--- src/hdl/simon_config.svh ---
`ifndef SIMON_CONFIG_SVH
`define SIMON_CONFIG_SVH

// SIMON32/64 cipher geometry
`define SIMON_N 16
`define SIMON_M 4
`define SIMON_T 32

`define SIMON_MODE 4'd0

// z0 round-constant sequence, leftmost bit is used in round 0
`define SIMON_Z0 62'b11111010001001010110000111001101111101000100101011000011100110

`define SIMON_PKT_BYTES 10

`endif

--- src/hdl/simonPkg.sv ---
`default_nettype none

package simonPkg;

	typedef enum logic [2:0]
	{
		D_IDLE,
		D_CHECK,
		D_ISSUE,
		D_WAITACK,
		D_RELEASE
	} decodeState;

	typedef enum logic [1:0] {E_IDLE, E_RUN, E_DONE, E_RELEASE} engineState;

	typedef enum logic [1:0] {O_WAIT, O_LOAD, O_READ, O_WRITE} outState;

	// Bit positions inside the info byte, bits 3..0 hold the mode
	typedef enum logic [2:0]
	{
		OUTFLAG = 3'd4,
		KEYPKT  = 3'd5,
		TWOBLK  = 3'd7
	} infoBit;

endpackage

`default_nettype wire

--- src/hdl/simonCore.sv ---
`timescale 1ns/1ps
`default_nettype none
`include "simon_config.svh"

module simonCore
(
	input  logic                             clk,
	input  logic                             nR,
	input  logic                             inReq,
	output logic                             inAck,
	input  logic [`SIMON_PKT_BYTES-1:0][7:0] inPkt,
	output logic                             pktError,
	output logic                             outReq,
	input  logic                             outAck,
	output logic [`SIMON_PKT_BYTES-1:0][7:0] outPkt
);

	logic blkReq, blkAck, keyLoad;
	logic doneData, readData;
	logic [1:0][`SIMON_N-1:0] blkIn;
	logic [1:0][`SIMON_N-1:0] blockOut;
	logic [`SIMON_M-1:0][`SIMON_N-1:0] keyIn;
	logic [7:0] infoOut, countOut;

	simonPacketDecode decode
	(
		.clk(clk), .nR(nR),
		.inReq(inReq), .inAck(inAck), .inPkt(inPkt),
		.pktError(pktError),
		.blkReq(blkReq), .blkAck(blkAck), .blkIn(blkIn),
		.keyIn(keyIn), .keyLoad(keyLoad),
		.infoOut(infoOut), .countOut(countOut)
	);

	simonRoundEngine execute
	(
		.clk(clk), .nR(nR),
		.blkReq(blkReq), .blkAck(blkAck), .blkIn(blkIn),
		.keyIn(keyIn), .keyLoad(keyLoad),
		.doneData(doneData), .readData(readData), .blockOut(blockOut)
	);

	simonPacketOut result
	(
		.clk(clk), .nR(nR),
		.doneData(doneData), .readData(readData),
		.infoOut(infoOut), .countOut(countOut), .blockOut(blockOut),
		.outReq(outReq), .outAck(outAck), .outPkt(outPkt)
	);

endmodule

`default_nettype wire

--- src/hdl/simonPacketDecode.sv ---
`timescale 1ns/1ps
`default_nettype none
`include "simon_config.svh"

module simonPacketDecode
(
	input  logic                              clk,
	input  logic                              nR,
	input  logic                              inReq,
	output logic                              inAck,
	input  logic [`SIMON_PKT_BYTES-1:0][7:0]  inPkt,
	output logic                              pktError,
	output logic                              blkReq,
	input  logic                              blkAck,
	output logic [1:0][`SIMON_N-1:0]          blkIn,
	output logic [`SIMON_M-1:0][`SIMON_N-1:0] keyIn,
	output logic                              keyLoad,
	output logic [7:0]                        infoOut,
	output logic [7:0]                        countOut
);

	import simonPkg::*;

	localparam int INFO = `SIMON_PKT_BYTES - 1;
	localparam int CNT = `SIMON_PKT_BYTES - 2;

	decodeState state;
	logic [`SIMON_PKT_BYTES-1:0][7:0] pkt;
	logic [7:0] pktCount;
	logic secondPending;
	logic accept;

	assign accept = (pkt[INFO][3:0] == `SIMON_MODE) && !pkt[INFO][OUTFLAG]
		&& (pkt[CNT] == pktCount);

	always_ff @(posedge clk or negedge nR)
	begin
		if (!nR)
		begin
			state <= D_IDLE;
			inAck <= 1'b0;
			pktError <= 1'b0;
			blkReq <= 1'b0;
			keyLoad <= 1'b0;
			pktCount <= '0;
			secondPending <= 1'b0;
		end
		else
		begin
			pktError <= 1'b0;
			unique case (state)
			D_IDLE:
				if (inReq)
					state <= D_CHECK;
			D_CHECK:
			begin
				inAck <= 1'b1;
				if (accept)
				begin
					pktCount <= pktCount + 8'd1;
					keyLoad <= pkt[INFO][KEYPKT];
					secondPending <= !pkt[INFO][KEYPKT] && pkt[INFO][TWOBLK];
					state <= D_ISSUE;
				end
				else
				begin
					pktError <= 1'b1; // Dropped, no reply
					state <= D_RELEASE;
				end
			end
			D_ISSUE:
			begin
				blkReq <= 1'b1;
				state <= D_WAITACK;
			end
			D_WAITACK:
			begin
				if (blkReq && blkAck)
					blkReq <= 1'b0;
				else if (!blkReq && !blkAck)
				begin
					secondPending <= 1'b0;
					state <= secondPending ? D_ISSUE : D_RELEASE;
				end
			end
			D_RELEASE:
				if (!inReq)
				begin
					inAck <= 1'b0;
					state <= D_IDLE;
				end
			default:
				state <= D_IDLE;
			endcase
		end
	end

	always_ff @(posedge clk)
	begin
		if (state == D_IDLE && inReq)
			pkt <= inPkt;
		if (state == D_CHECK && accept)
		begin
			infoOut <= pkt[INFO];
			infoOut[OUTFLAG] <= 1'b1;
			countOut <= pkt[CNT];
			blkIn <= pkt[3:0]; // First block from words 1..0
			if (pkt[INFO][KEYPKT])
				keyIn <= pkt[7:0];
		end
		if (state == D_WAITACK && !blkReq && !blkAck && secondPending)
			blkIn <= pkt[7:4];
	end

endmodule

`default_nettype wire

--- src/hdl/simonPacketOut.sv ---
`timescale 1ns/1ps
`default_nettype none
`include "simon_config.svh"

module simonPacketOut
(
	input  logic                             clk,
	input  logic                             nR,
	input  logic                             doneData,
	output logic                             readData,
	input  logic [7:0]                       infoOut,
	input  logic [7:0]                       countOut,
	input  logic [1:0][`SIMON_N-1:0]         blockOut,
	output logic                             outReq,
	input  logic                             outAck,
	output logic [`SIMON_PKT_BYTES-1:0][7:0] outPkt
);

	import simonPkg::*;

	localparam int INFO = `SIMON_PKT_BYTES - 1;
	localparam int CNT = `SIMON_PKT_BYTES - 2;

	outState state;
	logic secondPending;

	always_ff @(posedge clk or negedge nR)
	begin
		if (!nR)
		begin
			state <= O_WAIT;
			readData <= 1'b0;
			outReq <= 1'b0;
			outPkt <= '0;
			secondPending <= 1'b0;
		end
		else
		begin
			if (readData && !doneData)
				readData <= 1'b0;
			unique case (state)
			O_WAIT:
				if (doneData && !readData)
					state <= secondPending ? O_READ : O_LOAD;
			O_LOAD:
			begin
				outPkt[INFO] <= infoOut;
				outPkt[CNT] <= countOut;
				readData <= 1'b1;
				if (infoOut[KEYPKT])
				begin
					outPkt[7:0] <= '0; // Key reply carries no data
					outReq <= 1'b1;
					state <= O_WRITE;
				end
				else if (infoOut[TWOBLK])
				begin
					outPkt[3:0] <= blockOut;
					secondPending <= 1'b1;
					state <= O_WAIT;
				end
				else
				begin
					outPkt[7:4] <= blockOut;
					outPkt[3:0] <= '0;
					outReq <= 1'b1;
					state <= O_WRITE;
				end
			end
			O_READ:
			begin
				outPkt[7:4] <= blockOut; // Second block into words 3..2
				secondPending <= 1'b0;
				readData <= 1'b1;
				outReq <= 1'b1;
				state <= O_WRITE;
			end
			O_WRITE:
				if (outReq && outAck)
					outReq <= 1'b0;
				else if (!outReq && !outAck)
					state <= O_WAIT;
			endcase
		end
	end

endmodule

`default_nettype wire

--- src/hdl/simonRoundEngine.sv ---
`timescale 1ns/1ps
`default_nettype none
`include "simon_config.svh"

module simonRoundEngine
(
	input  logic                              clk,
	input  logic                              nR,
	input  logic                              blkReq,
	output logic                              blkAck,
	input  logic [1:0][`SIMON_N-1:0]          blkIn,
	input  logic [`SIMON_M-1:0][`SIMON_N-1:0] keyIn,
	input  logic                              keyLoad,
	output logic                              doneData,
	input  logic                              readData,
	output logic [1:0][`SIMON_N-1:0]          blockOut
);

	import simonPkg::*;

	localparam int RW = $clog2(`SIMON_T);
	localparam logic [61:0] Z0 = `SIMON_Z0;

	engineState state;
	logic [`SIMON_M-1:0][`SIMON_N-1:0] masterKey;
	logic [`SIMON_M-1:0][`SIMON_N-1:0] k;
	logic [`SIMON_N-1:0] x, y;
	logic [`SIMON_N-1:0] fx, xNext, tmp, kNext;
	logic [RW-1:0] round;
	logic zBit;

	function automatic logic [`SIMON_N-1:0] rotl(input logic [`SIMON_N-1:0] v, input int s);
		rotl = (v << s) | (v >> (`SIMON_N - s));
	endfunction

	assign zBit = Z0[6'd61 - 6'(round)];
	assign blockOut = {x, y};

	always_comb
	begin
		fx = (rotl(x, 1) & rotl(x, 8)) ^ rotl(x, 2);
		xNext = y ^ fx ^ k[0];
		tmp = rotl(k[3], `SIMON_N - 3) ^ k[1]; // Rotate right by 3
		kNext = ~k[0] ^ tmp ^ rotl(tmp, `SIMON_N - 1) ^ `SIMON_N'(3) ^ `SIMON_N'(zBit);
	end

	always_ff @(posedge clk or negedge nR)
	begin
		if (!nR)
		begin
			state <= E_IDLE;
			blkAck <= 1'b0;
			doneData <= 1'b0;
			round <= '0;
		end
		else
		begin
			unique case (state)
			E_IDLE:
				if (blkReq)
				begin
					blkAck <= 1'b1;
					round <= '0;
					state <= keyLoad ? E_DONE : E_RUN;
				end
			E_RUN:
			begin
				round <= round + 1'b1;
				if (round == RW'(`SIMON_T - 1))
					state <= E_DONE;
			end
			E_DONE:
				if (!doneData)
					doneData <= 1'b1;
				else if (readData)
				begin
					doneData <= 1'b0;
					state <= E_RELEASE;
				end
			E_RELEASE:
				if (!readData && !blkReq)
				begin
					blkAck <= 1'b0; // Frees the decoder for the next request
					state <= E_IDLE;
				end
			endcase
		end
	end

	always_ff @(posedge clk)
	begin
		if (state == E_IDLE && blkReq)
		begin
			if (keyLoad)
				masterKey <= keyIn;
			else
			begin
				x <= blkIn[1];
				y <= blkIn[0];
				k <= masterKey; // Schedule restarts from the master key
			end
		end
		else if (state == E_RUN)
		begin
			x <= xNext;
			y <= x;
			k <= {kNext, k[`SIMON_M-1:1]};
		end
	end

endmodule

`default_nettype wire

--- config.mk ---
export PLATFORM = sky130hd
export DESIGN_NAME = simonCore
export DESIGN_NICKNAME = d
export VERILOG_FILES = /design/src/hdl/simonPkg.sv /design/src/hdl/simonCore.sv /design/src/hdl/simonPacketDecode.sv /design/src/hdl/simonPacketOut.sv /design/src/hdl/simonRoundEngine.sv
export VERILOG_INCLUDE_DIRS = /design/src /design/src/hdl
export SDC_FILE = /design/constraint.sdc
export NUM_CORES = 1
export LEC_CHECK = 0
export BUFFER_PORTS_ARGS = -buffer_cell sky130_fd_sc_hd__buf_2
export CORE_MARGIN = 3
export CORE_UTILIZATION = 45
export CTS_BUF_LIST = sky130_fd_sc_hd__clkbuf_16
export DETAILED_ROUTE_END_ITERATION = 7
export MAX_ROUTING_LAYER = met4
export PLACE_DENSITY_LB_ADDON = 0.1
export SLEW_MARGIN = 20
export SYNTH_ARGS = -nofsm -noshare
export SYNTH_HDL_FRONTEND = slang
export SYNTH_SLANG_ARGS = --single-unit
--- constraint.sdc ---
create_clock -name clk -period 9.8 [get_ports clk]
set_input_delay 0 -clock clk [delete_from_list [all_inputs] [get_ports clk]]
set_output_delay 0 -clock clk [all_outputs]
set_load 0.01 [all_outputs]
# Yosys cells after proc, flatten, opt, wreduce, memory -nomap -nowiden
# Memory sizes are Yosys's and may differ from the RTL's.
# Cells that the tools add are included.
[word_totals]
ff_bits = 461
rom_bits = 64
input_bits = 84
out_inout_bits = 83
word_cells = 221
mem_count = 1
[classes]
n_addsub = 3
n_lt_le_gt_ge = 1
eq_ne = 31
n_mux = 63
bitwise = 15
reduce_logical = 54
[memory_table]
columns = ["name", "words", "width", "read_ports", "rd_clocked_by_memory_dff", "write_ports", "line_no", "rtl"]
rows = [
  ["(name not given)", 64, 1, 1, 0, 0, "simonRoundEngine.sv:36", "assign zBit = Z0[6'd61 - 6'(round)];"],
]
[op_table]
columns = ["op", "n"]
rows = [
  ["two-way mux 64 bit", 4],
  ["two-way mux 32 bit", 4],
  ["two-way mux 16 bit", 6],
  ["XOR 16 bit", 6],
  ["case mux 32 bit (2 select lines)", 1],
  ["two-way mux 2 bit", 12],
  ["inequality test 2 x 1 -> 1 bit, second input constant", 10],
  ["two-way mux 1 bit", 19],
  ["two-way mux 3 bit", 6],
  ["nonzero test 2 bit", 9],
  ["AND 16 bit", 1],
  ["logical AND 1 bit", 16],
  ["inequality test 2 bit, second input constant", 8],
  ["inverter 16 bit", 1],
  ["OR 16 x 1 -> 16 bit", 1],
  ["OR 16 x 13 -> 16 bit", 1],
  ["OR 16 x 15 -> 16 bit", 1],
  ["OR 16 x 2 -> 16 bit", 1],
  ["OR 16 x 8 -> 16 bit", 1],
  ["case mux 2 bit (4 select lines)", 2],
  ["AND reduction 2 bit", 8],
  ["XOR 16 x 1 -> 16 bit", 1],
  ["case mux 3 bit (5 select lines)", 1],
  ["AND reduction 3 bit", 4],
  ["25 further kinds", 43],
]

# Logic depth before layout (Yosys ltp)
# Gate-level depths: netlist of run 1.
[depth]
depth_word = 8
ltp_mapped = 8

# Hierarchy
# From an unflattened synthesis of run 1, not the netlist that was laid out.
[hier_totals]
cells_unflattened = 1171
hier_area_um2 = 18054.8
[by_module_without_submodules]
columns = ["module", "n_inst", "cells_per_inst", "area_per_inst_um2"]
rows = [
  ["simonRoundEngine", 1, 519, 7686.1],
  ["simonPacketDecode", 1, 311, 6955.4],
  ["simonPacketOut", 1, 341, 3413.3],
]

# Worst setup path before layout of run 1
# OpenSTA, ideal clock, no wires.
[synth_path]
path_kind = "register -> register"
startpoint = "reg execute.state[0]"
endpoint = "reg execute.k[0] (netlist bit), enable pin"
arrival_ns = 6.703
setup_slack_ns = 2.514
path_stages_with_launch = 6
n_path_buf = 1
synth_period_minus_slack_ns = 7.286
cell_sequence = "dfrtp_1 > inv_1 > ha_1 > clkbuf_1 > and3_1 > a21oi_1"
[synth_via]
elab_chain_len = 4
word_cells_on_any_way = 6
[synth_rtl]
columns = ["element", "line_no", "rtl"]
rows = [
  ["start, declared", "simonRoundEngine.sv:24", "engineState state;"],
  ["start signal, assigned", "simonRoundEngine.sv:64", "state <= keyLoad ? E_DONE : E_RUN;"],
  ["logical NOT 2 bit", "simonRoundEngine.sv:92", "if (state == E_IDLE && blkReq)"],
  ["logical AND 1 bit", "simonRoundEngine.sv:92", ""],
  ["inequality test 2 bit (no source line) or nonzero test 2 bit (tied branches)", "-", ""],
  ["AND reduction 2 bit (no source line) (*)", "-", ""],
  ["end signal, assigned", "simonRoundEngine.sv:100", "k <= masterKey;"],
  ["end signal, assigned", "simonRoundEngine.sv:107", "k <= {kNext, k[`SIMON_M-1:1]};"],
  ["end, declared", "simonRoundEngine.sv:26", "logic [`SIMON_M-1:0][`SIMON_N-1:0] k;"],
]
# Mark *: on every way between the ends. The rest lies on a longest branch, timed or not.
# A chain may end at the register's enable or synchronous reset.

# Worst setup path in the final report of run 1
[layout_path]
startpoint = "reg execute.state[0]"
endpoint = "reg execute.k[8] (netlist bit), enable pin"
# Same word-level chain as after synthesis.

==> metrics.txt, run 1 <==
required time worst endpoint=approximately 10 ns; Synth top area share=58.8%; Ports=approximately 170; CP Launch Type=flop; Peak Freq=about 260 MHz; HP Class=in -> reg; synthesized flop and latch total=about 460; Critical Path AT=4.07 ns; H-tree Lvls=2; FP Rows=just over 70; Slew Limit Fails=0; global-route wire length before repair=between 50000 and 60000 um; sequential-to-total area share from yosys stat=between 70% and 80%; total CTS buffers=between 40 and 50; largest net degree at the start of global routing=80; Synth Area in Adders=under 10%; Post-synth EDFFs=~350; Setup WS pre-CTS=5.87 ns; chip height=roughly 200 um; Tmin final=between 3 and 4 ns; Max-Cap Viols=0; commonest cells in the netlist=edfxtp_1 (351), nand2_1 (129), mux2_2 (115), dfrtp_1 (110), xnor2_1 (83); fin area=around 22000 sq um; P&R area growth vs syn=21.0%; Distinct cells, synth=46; final wirelength=about 37000 um; initial antenna violation count=2; status=finished clean; vias per std cell=roughly 5; skew final=0.0172 ns; vias in the first global route=9792; worst-path maximum fanout=roughly 80; family with the most delay on the worst path=compound AO/OA/AOI/OAI gates; Initial Util=about 46%; routed len/inst=18.4 um; syn_area_per_cell=15.4 sq um; Post-synth top flop=edfxtp_1; Initial DRC Count=between 600 and 700; RSZ-0062 raised after global routing=false; leading area contributor after synthesis=edfxtp_1; clk slew on worst S/H paths=about 0.06 ns; fin util=55.6%; final period utilization=between 30 and 40%; Tot Pwr=about 6.7 mW; Tot GR Track Use=a little under a fifth; syn nets=~1300; antenna cells=0; CP Capture Type=flop; Multi-input gate area=around 4300 sq um; CP max stage cell=a21oi_4; clk_lat worst skew=between 0.5 and 0.6 ns; Vias=a little under 10000; worst path cell trace=inv_1 > ha_1 > nand2_4 > a21oi_4 > buf_4; DRC Markers=0; FF/Latch Area=roughly 13000 sq um; Worst Tran Pin Value=between 1 and 1.5 ns; ranking of synthesized cells by area=edfxtp_1 (59%), dfrtp_1 (15%), mux2_2 (7.2%), xnor2_1 (4.1%), nand2_1 (2.7%); Detail Route Antenna Nets=0; FFs w/ async S/R, synth=23.9%; Leak=between 8 and 9 nW; Post-Synth Simple-Gate Area=about 5.5%; Setup CP Type=reg -> reg; count leader, synth=edfxtp_1; setup_tns=0 ns; Worst slew margin=29.7%; die width=~210 um; synth warn=0; Bufs on Longest Clock Path=3; post-synthesis compound-gate area fraction=between 4 and 5%; maximum vdd drop=around 150 uV; post_cts resized=0; Final Hold Fails=0; post-DP HPWL=around 24000 um; fraction of layout cells with a size suffix above 1=25.1%; TritonCTS clock tree=yes; total grt overflow=0; GP Congestion=~0.76; count of input and output buffers=roughly 170; area of the core=39000 sq um; clock root cell=clkbuf_16; main combinational cell family by area after synthesis=multiplexers; DR pass1 iterations=5; DP Area=approximately 19000 sq um; power density over the cells=just over 300 nW/um^2; worst path bufs/invs=2; # nets final=about 1500; Syn Std Cell Area=about 18000 sq um; Die Area=about 42000 sq um; xor and xnor area share after synthesis=under 10%; final worst slack=about 6 ns; multiplexer share of the synthesized area=7.52%; Layout fillers=around 3200; highest cell delay on the worst timing path=~1 ns; # setup viols final=0; clk sinks=around 460; synthesized instance count=~1200
## repair_timing
| action | in CTS | in global routing |
|---|---|---|
| endpoints found under the hold margin | 134 | 0 |
| hold buffers | 85 | 0 |
| setup buffers | 0 | 0 |
## area by class of cell
cell class / instances / share of cell area, %
multi-input combinational: 615 / 20.0
timing repair buffer: 261 / 8.16
clock inverter: 42 / 1.18
clock buffer: 48 / 5.54
sequential: 461 / 61.3
inverter: 46 / 0.796
tap: 518 / 2.99
## power by group
part / switching, mW / internal, mW
registers: 0.399 / 2.76
logic: 0.980 / 0.899
clock network: 0.735 / 0.945
## worst register-to-register path, stage by stage (launching register included)
cell	delay (ns)
dfrtp_1	0.41
inv_1	0.09
ha_1	0.45
nand2_4	0.61
a21oi_4	1.03
buf_4	0.85
## placed cells by master, fill, tap and decap left out, drive strengths merged, types with 10 or more instances in the layout
master	netlist	layout
dlygate4sd3	0	84
clkinv	0	18
a21oi	41	41
o21ai	79	79
clkbuf	27	48
dfrtp	110	110
nand2b	10	10
xnor2	83	83
inv	46	68
mux2	115	115
xor2	31	31
buf	13	177
nand2	129	129
edfxtp	351	351
ha	18	18
nor2	49	49
## registers in the layout, summed over array words and instances (netlist names), 2 cells and up
signal             count
decode.blkIn          32
decode.countOut        8
decode.infoOut         7
decode.keyIn          64
decode.pkt            80
decode.pktCount        8
decode.state           3
execute.k             64
execute.masterKey     64
execute.round          5
execute.state          2
execute.x             16
execute.y             16
result.outPkt         80
result.state           2
## logic make-up after synthesis
logic type                 count (synthesis)
DFF                                      461
AOI/OAI and AO/OA                        138
and+or+nand+nor                          226
buffers and inverters                     86
xor gates and xnor gates                 114
adders and majority gates                 18
muxes                                    119
## layer usage
metal | vias up | track usage (%) | share of wire, %
met4 | 0 | 4.88 | 1.8
li1 | 4716 | - | -
met3 | 51 | 2.78 | 5.4
met5 | - | - | 0
met2 | 262 | 26.0 | 44
met1 | 4821 | 27.5 | 49
## metrics by stage
stage | hold WS (ns) | cells
6_report | 0.122 | 1991
3_3_place_gp | 0.0645 | 1816
3_5_place_dp | 0.0673 | 1816
2_1_floorplan | -0.296 | 1162
5_1_grt | 0.110 | 1991
4_1_cts | 0.0839 | 1991
## path summary, 6_finish.rpt
path / startpoint / to / slack (ns) / cells after the start
setup reg to reg: execute.state[0] / execute.k[8] / 5.92 / 5
setup / recovery: execute.state[0] / execute.k[8] / 5.92 / 5
max in group asynchronous: nR / result.outPkt[7] / 8.36 / 4
min in group asynchronous: nR / result.outPkt[71] / 0.37 / 3
hold reg to reg: decode.keyIn[11] / execute.masterKey[11] / 0.41 / 0
hold / removal: inPkt[47] / decode.pkt[47] / 0.12 / 2
Power figures use the tool's default switching activity.
==> run 2, diff against run 1 <==
--- a/config.mk
+++ b/config.mk
@@ -6,6 +6,7 @@
 export SDC_FILE = /design/constraint.sdc
 export NUM_CORES = 1
 export LEC_CHECK = 0
+export ABC_AREA = 1
 export BUFFER_PORTS_ARGS = -buffer_cell sky130_fd_sc_hd__buf_2
 export CORE_MARGIN = 3
 export CORE_UTILIZATION = 45
==> constraint.sdc (replaced) <==
create_clock -name clk -period 3.45 [get_ports clk]
set_input_delay 0 -clock clk [delete_from_list [all_inputs] [get_ports clk]]
set_output_delay 0 -clock clk [all_outputs]
set_load 0.01 [all_outputs]
==> run 2 against run 1 <==
Sequential share of layout area shrank 0.95 points. Design area increased by 1.6%. Fmax grew 64%. Area after synthesis is 1.5% higher. Die area is 1.5% higher. Setup slack worse by 4.8 ns. Hold slack got worse by 0.026 ns. Sequential power grew to 2.8 times the previous value. Clock power rose to 2.9 times the previous value. Non-clock buffer count increased by 5. Cell count up 11%. Critical path type unchanged.
==> metrics.txt, run 2 <==
initial antenna violation count=0; count of input and output buffers=around 170; clk slew on worst S/H paths=0.06 ns; total grt overflow=0; # setup viols final=0; Post-synth top flop=edfxtp_1; dpl cells=between 2000 and 2500; clk_lat worst skew=about 0.57 ns; clk sinks=461; Die Area=42900 sq um; TritonCTS clock tree=yes; Tot Pwr=19.1 mW; Distinct cells, synth=32; Initial DRC Count=between 800 and 900; Worst slew margin=37.6%; fin area=between 20000 and 25000 sq um; vias per std cell=~5; worst-path maximum fanout=26; Final Hold Fails=0; required time worst endpoint=about 3.6 ns; die width=207 um; commonest cells after routing, fill and taps aside=nand2_1 (400), edfxtp_1 (351), buf_2 (165); area of the core=around 40000 sq um; fraction of layout cells with a size suffix above 1=~17%; FP Rows=73; power density over the cells=around 870 nW/um^2; RSZ-0062 raised after global routing=false; largest net degree at the start of global routing=97; Setup WS pre-CTS=approximately 1.0 ns; H-tree Lvls=2; met3 wire len=1870 um; Ports=around 170; Setup CP Type=reg -> reg; sequential-to-total area share from yosys stat=73.0%; antenna cells=0; commonest cells in the netlist=nand2_1 (401), edfxtp_1 (351), o21ai_0 (122), dfrtp_1 (110), inv_1 (66); chip height=207 um; P&R area growth vs syn=21.0%; Leak=a little over 9 nW; Critical Path AT=approximately 2.6 ns; Cell Count, Final, Fillers Out=roughly 2200; worst hold margin=0.0956 ns; Tmin final=about 2.4 ns; GP Congestion=about 0.81; final wirelength=39900 um; Bufs on Longest Clock Path=3; vias in the first global route=between 10000 and 15000; Synth top area share=57.9%; leading area contributor after synthesis=edfxtp_1; crit path from=decode.pktCount[4]; count leader, synth=nand2_1; synthesized flop and latch total=461; syn nets=roughly 1500; # nets final=roughly 1700; global-route wire length before repair=62600 um; skew final=0.0156 ns; clock root cell=clkbuf_16; routed len/inst=18.1 um; Slew Limit Fails=0; ranking of synthesized cells by area=edfxtp_1 (58%), dfrtp_1 (15%), nand2_1 (8.3%), o21ai_0 (3.4%), xor2_1 (2.6%); maximum vdd drop=just under 400 uV; setup_tns=0 ns; launching point of the worst reg2reg path=decode.pktCount[4]; DRC Markers=0; met2 wire length=about 17000 um; HP Class=in -> async; synthesized instance count=roughly 1400; Detail Route Antenna Nets=0; Initial Util=45.7%; FFs w/ async S/R, synth=a little under a quarter; Largest regs=decode.pkt x80, result.outPkt x80; fin util=a little under three fifths; Peak Freq=422 MHz; met1 wire length=20200 um; DP Area=just under 20000 sq um; Syn Std Cell Area=approximately 18000 sq um; DR pass1 iterations=5; Worst Tran Pin Value=0.936 ns; CP Capture Type=flop; final worst slack=1.08 ns; status=finished clean; CP Launch Type=flop; Max-Cap Viols=0; Vias=~11000; synth warn=0; final period utilization=between 60 and 70%; Post-CTS Setup Bufs=0; syn_area_per_cell=13.2 sq um; commonest non-fill, non-tap cell in the layout=nand2_1; Post-synth EDFFs=351; Top Metal Used=met4; post-DP HPWL=around 26000 um; total CTS buffers=49; Tot GR Track Use=a little under a fifth
==> run 2: cell type report <==
type	instances	area, sq um
Fill cell	3350	17800
Sequential cell	461	13300
Multi-Input combinational cell	798	4480
Timing Repair Buffer	266	1850
Clock buffer	50	1250
Tap cell	525	657
Inverter	67	253
Clock inverter	35	239
==> run 2: critical path, cell delays in order, from the launching register on <==
cell and delay (ns):
dfrtp_1 0.38, inv_1 0.12, nor2_1 0.05, nor3_1 0.18, nand2_1 0.08, nor2_1 0.18, nand3_1 0.09, buf_4 0.21
inv_1 0.69
==> run 2: cell families after synthesis <==
family / Yosys count / synth area share [%]
compound gates: 153 / 4.68
simple gates: 488 / 10.7
xor+xnor: 106 / 5.10
buf+inv: 115 / 2.60
flops: 461 / 73.0
fa+ha+maj: 19 / 1.31
mux: 32 / 2.58
==> run 2: path summary, 6_finish.rpt <==
path | endpoint | slack, ns | depth (start not counted)
max | decode.infoOut[0] | 1.08 | 8
min | result.outPkt[76] | 0.1 | 2
max reg2reg | decode.infoOut[0] | 1.08 | 8
min reg2reg | execute.masterKey[0] | 0.41 | 0
max in group asynchronous | result.outPkt[5] | 2.60 | 3
min in group clk | decode.pkt[43] | 0.13 | 2
==> run 2: per-layer routing <==
layer,up-vias,track usage [%]
met3,61,3.18
met1,5220,29.6
met2,270,26.6
li1,5259,-
met4,0,4.75
met5,-,-
==> run 2: where the power goes <==
part           internal (mW)  leakage [nW]  switching, mW  total [mW]
Sequential              7.88          4.66           1.11        8.99
Clock                   2.83         0.789           2.05        4.88
Combinational           2.18          3.63           3.09        5.27
Total                   12.9          9.08           6.26        19.1
==> run 2: what timing repair did <==
action                    in CTS  in global routing
resized for setup              0                  0
hold buffers                  83                  0
hold endpoints to repair     155                  0
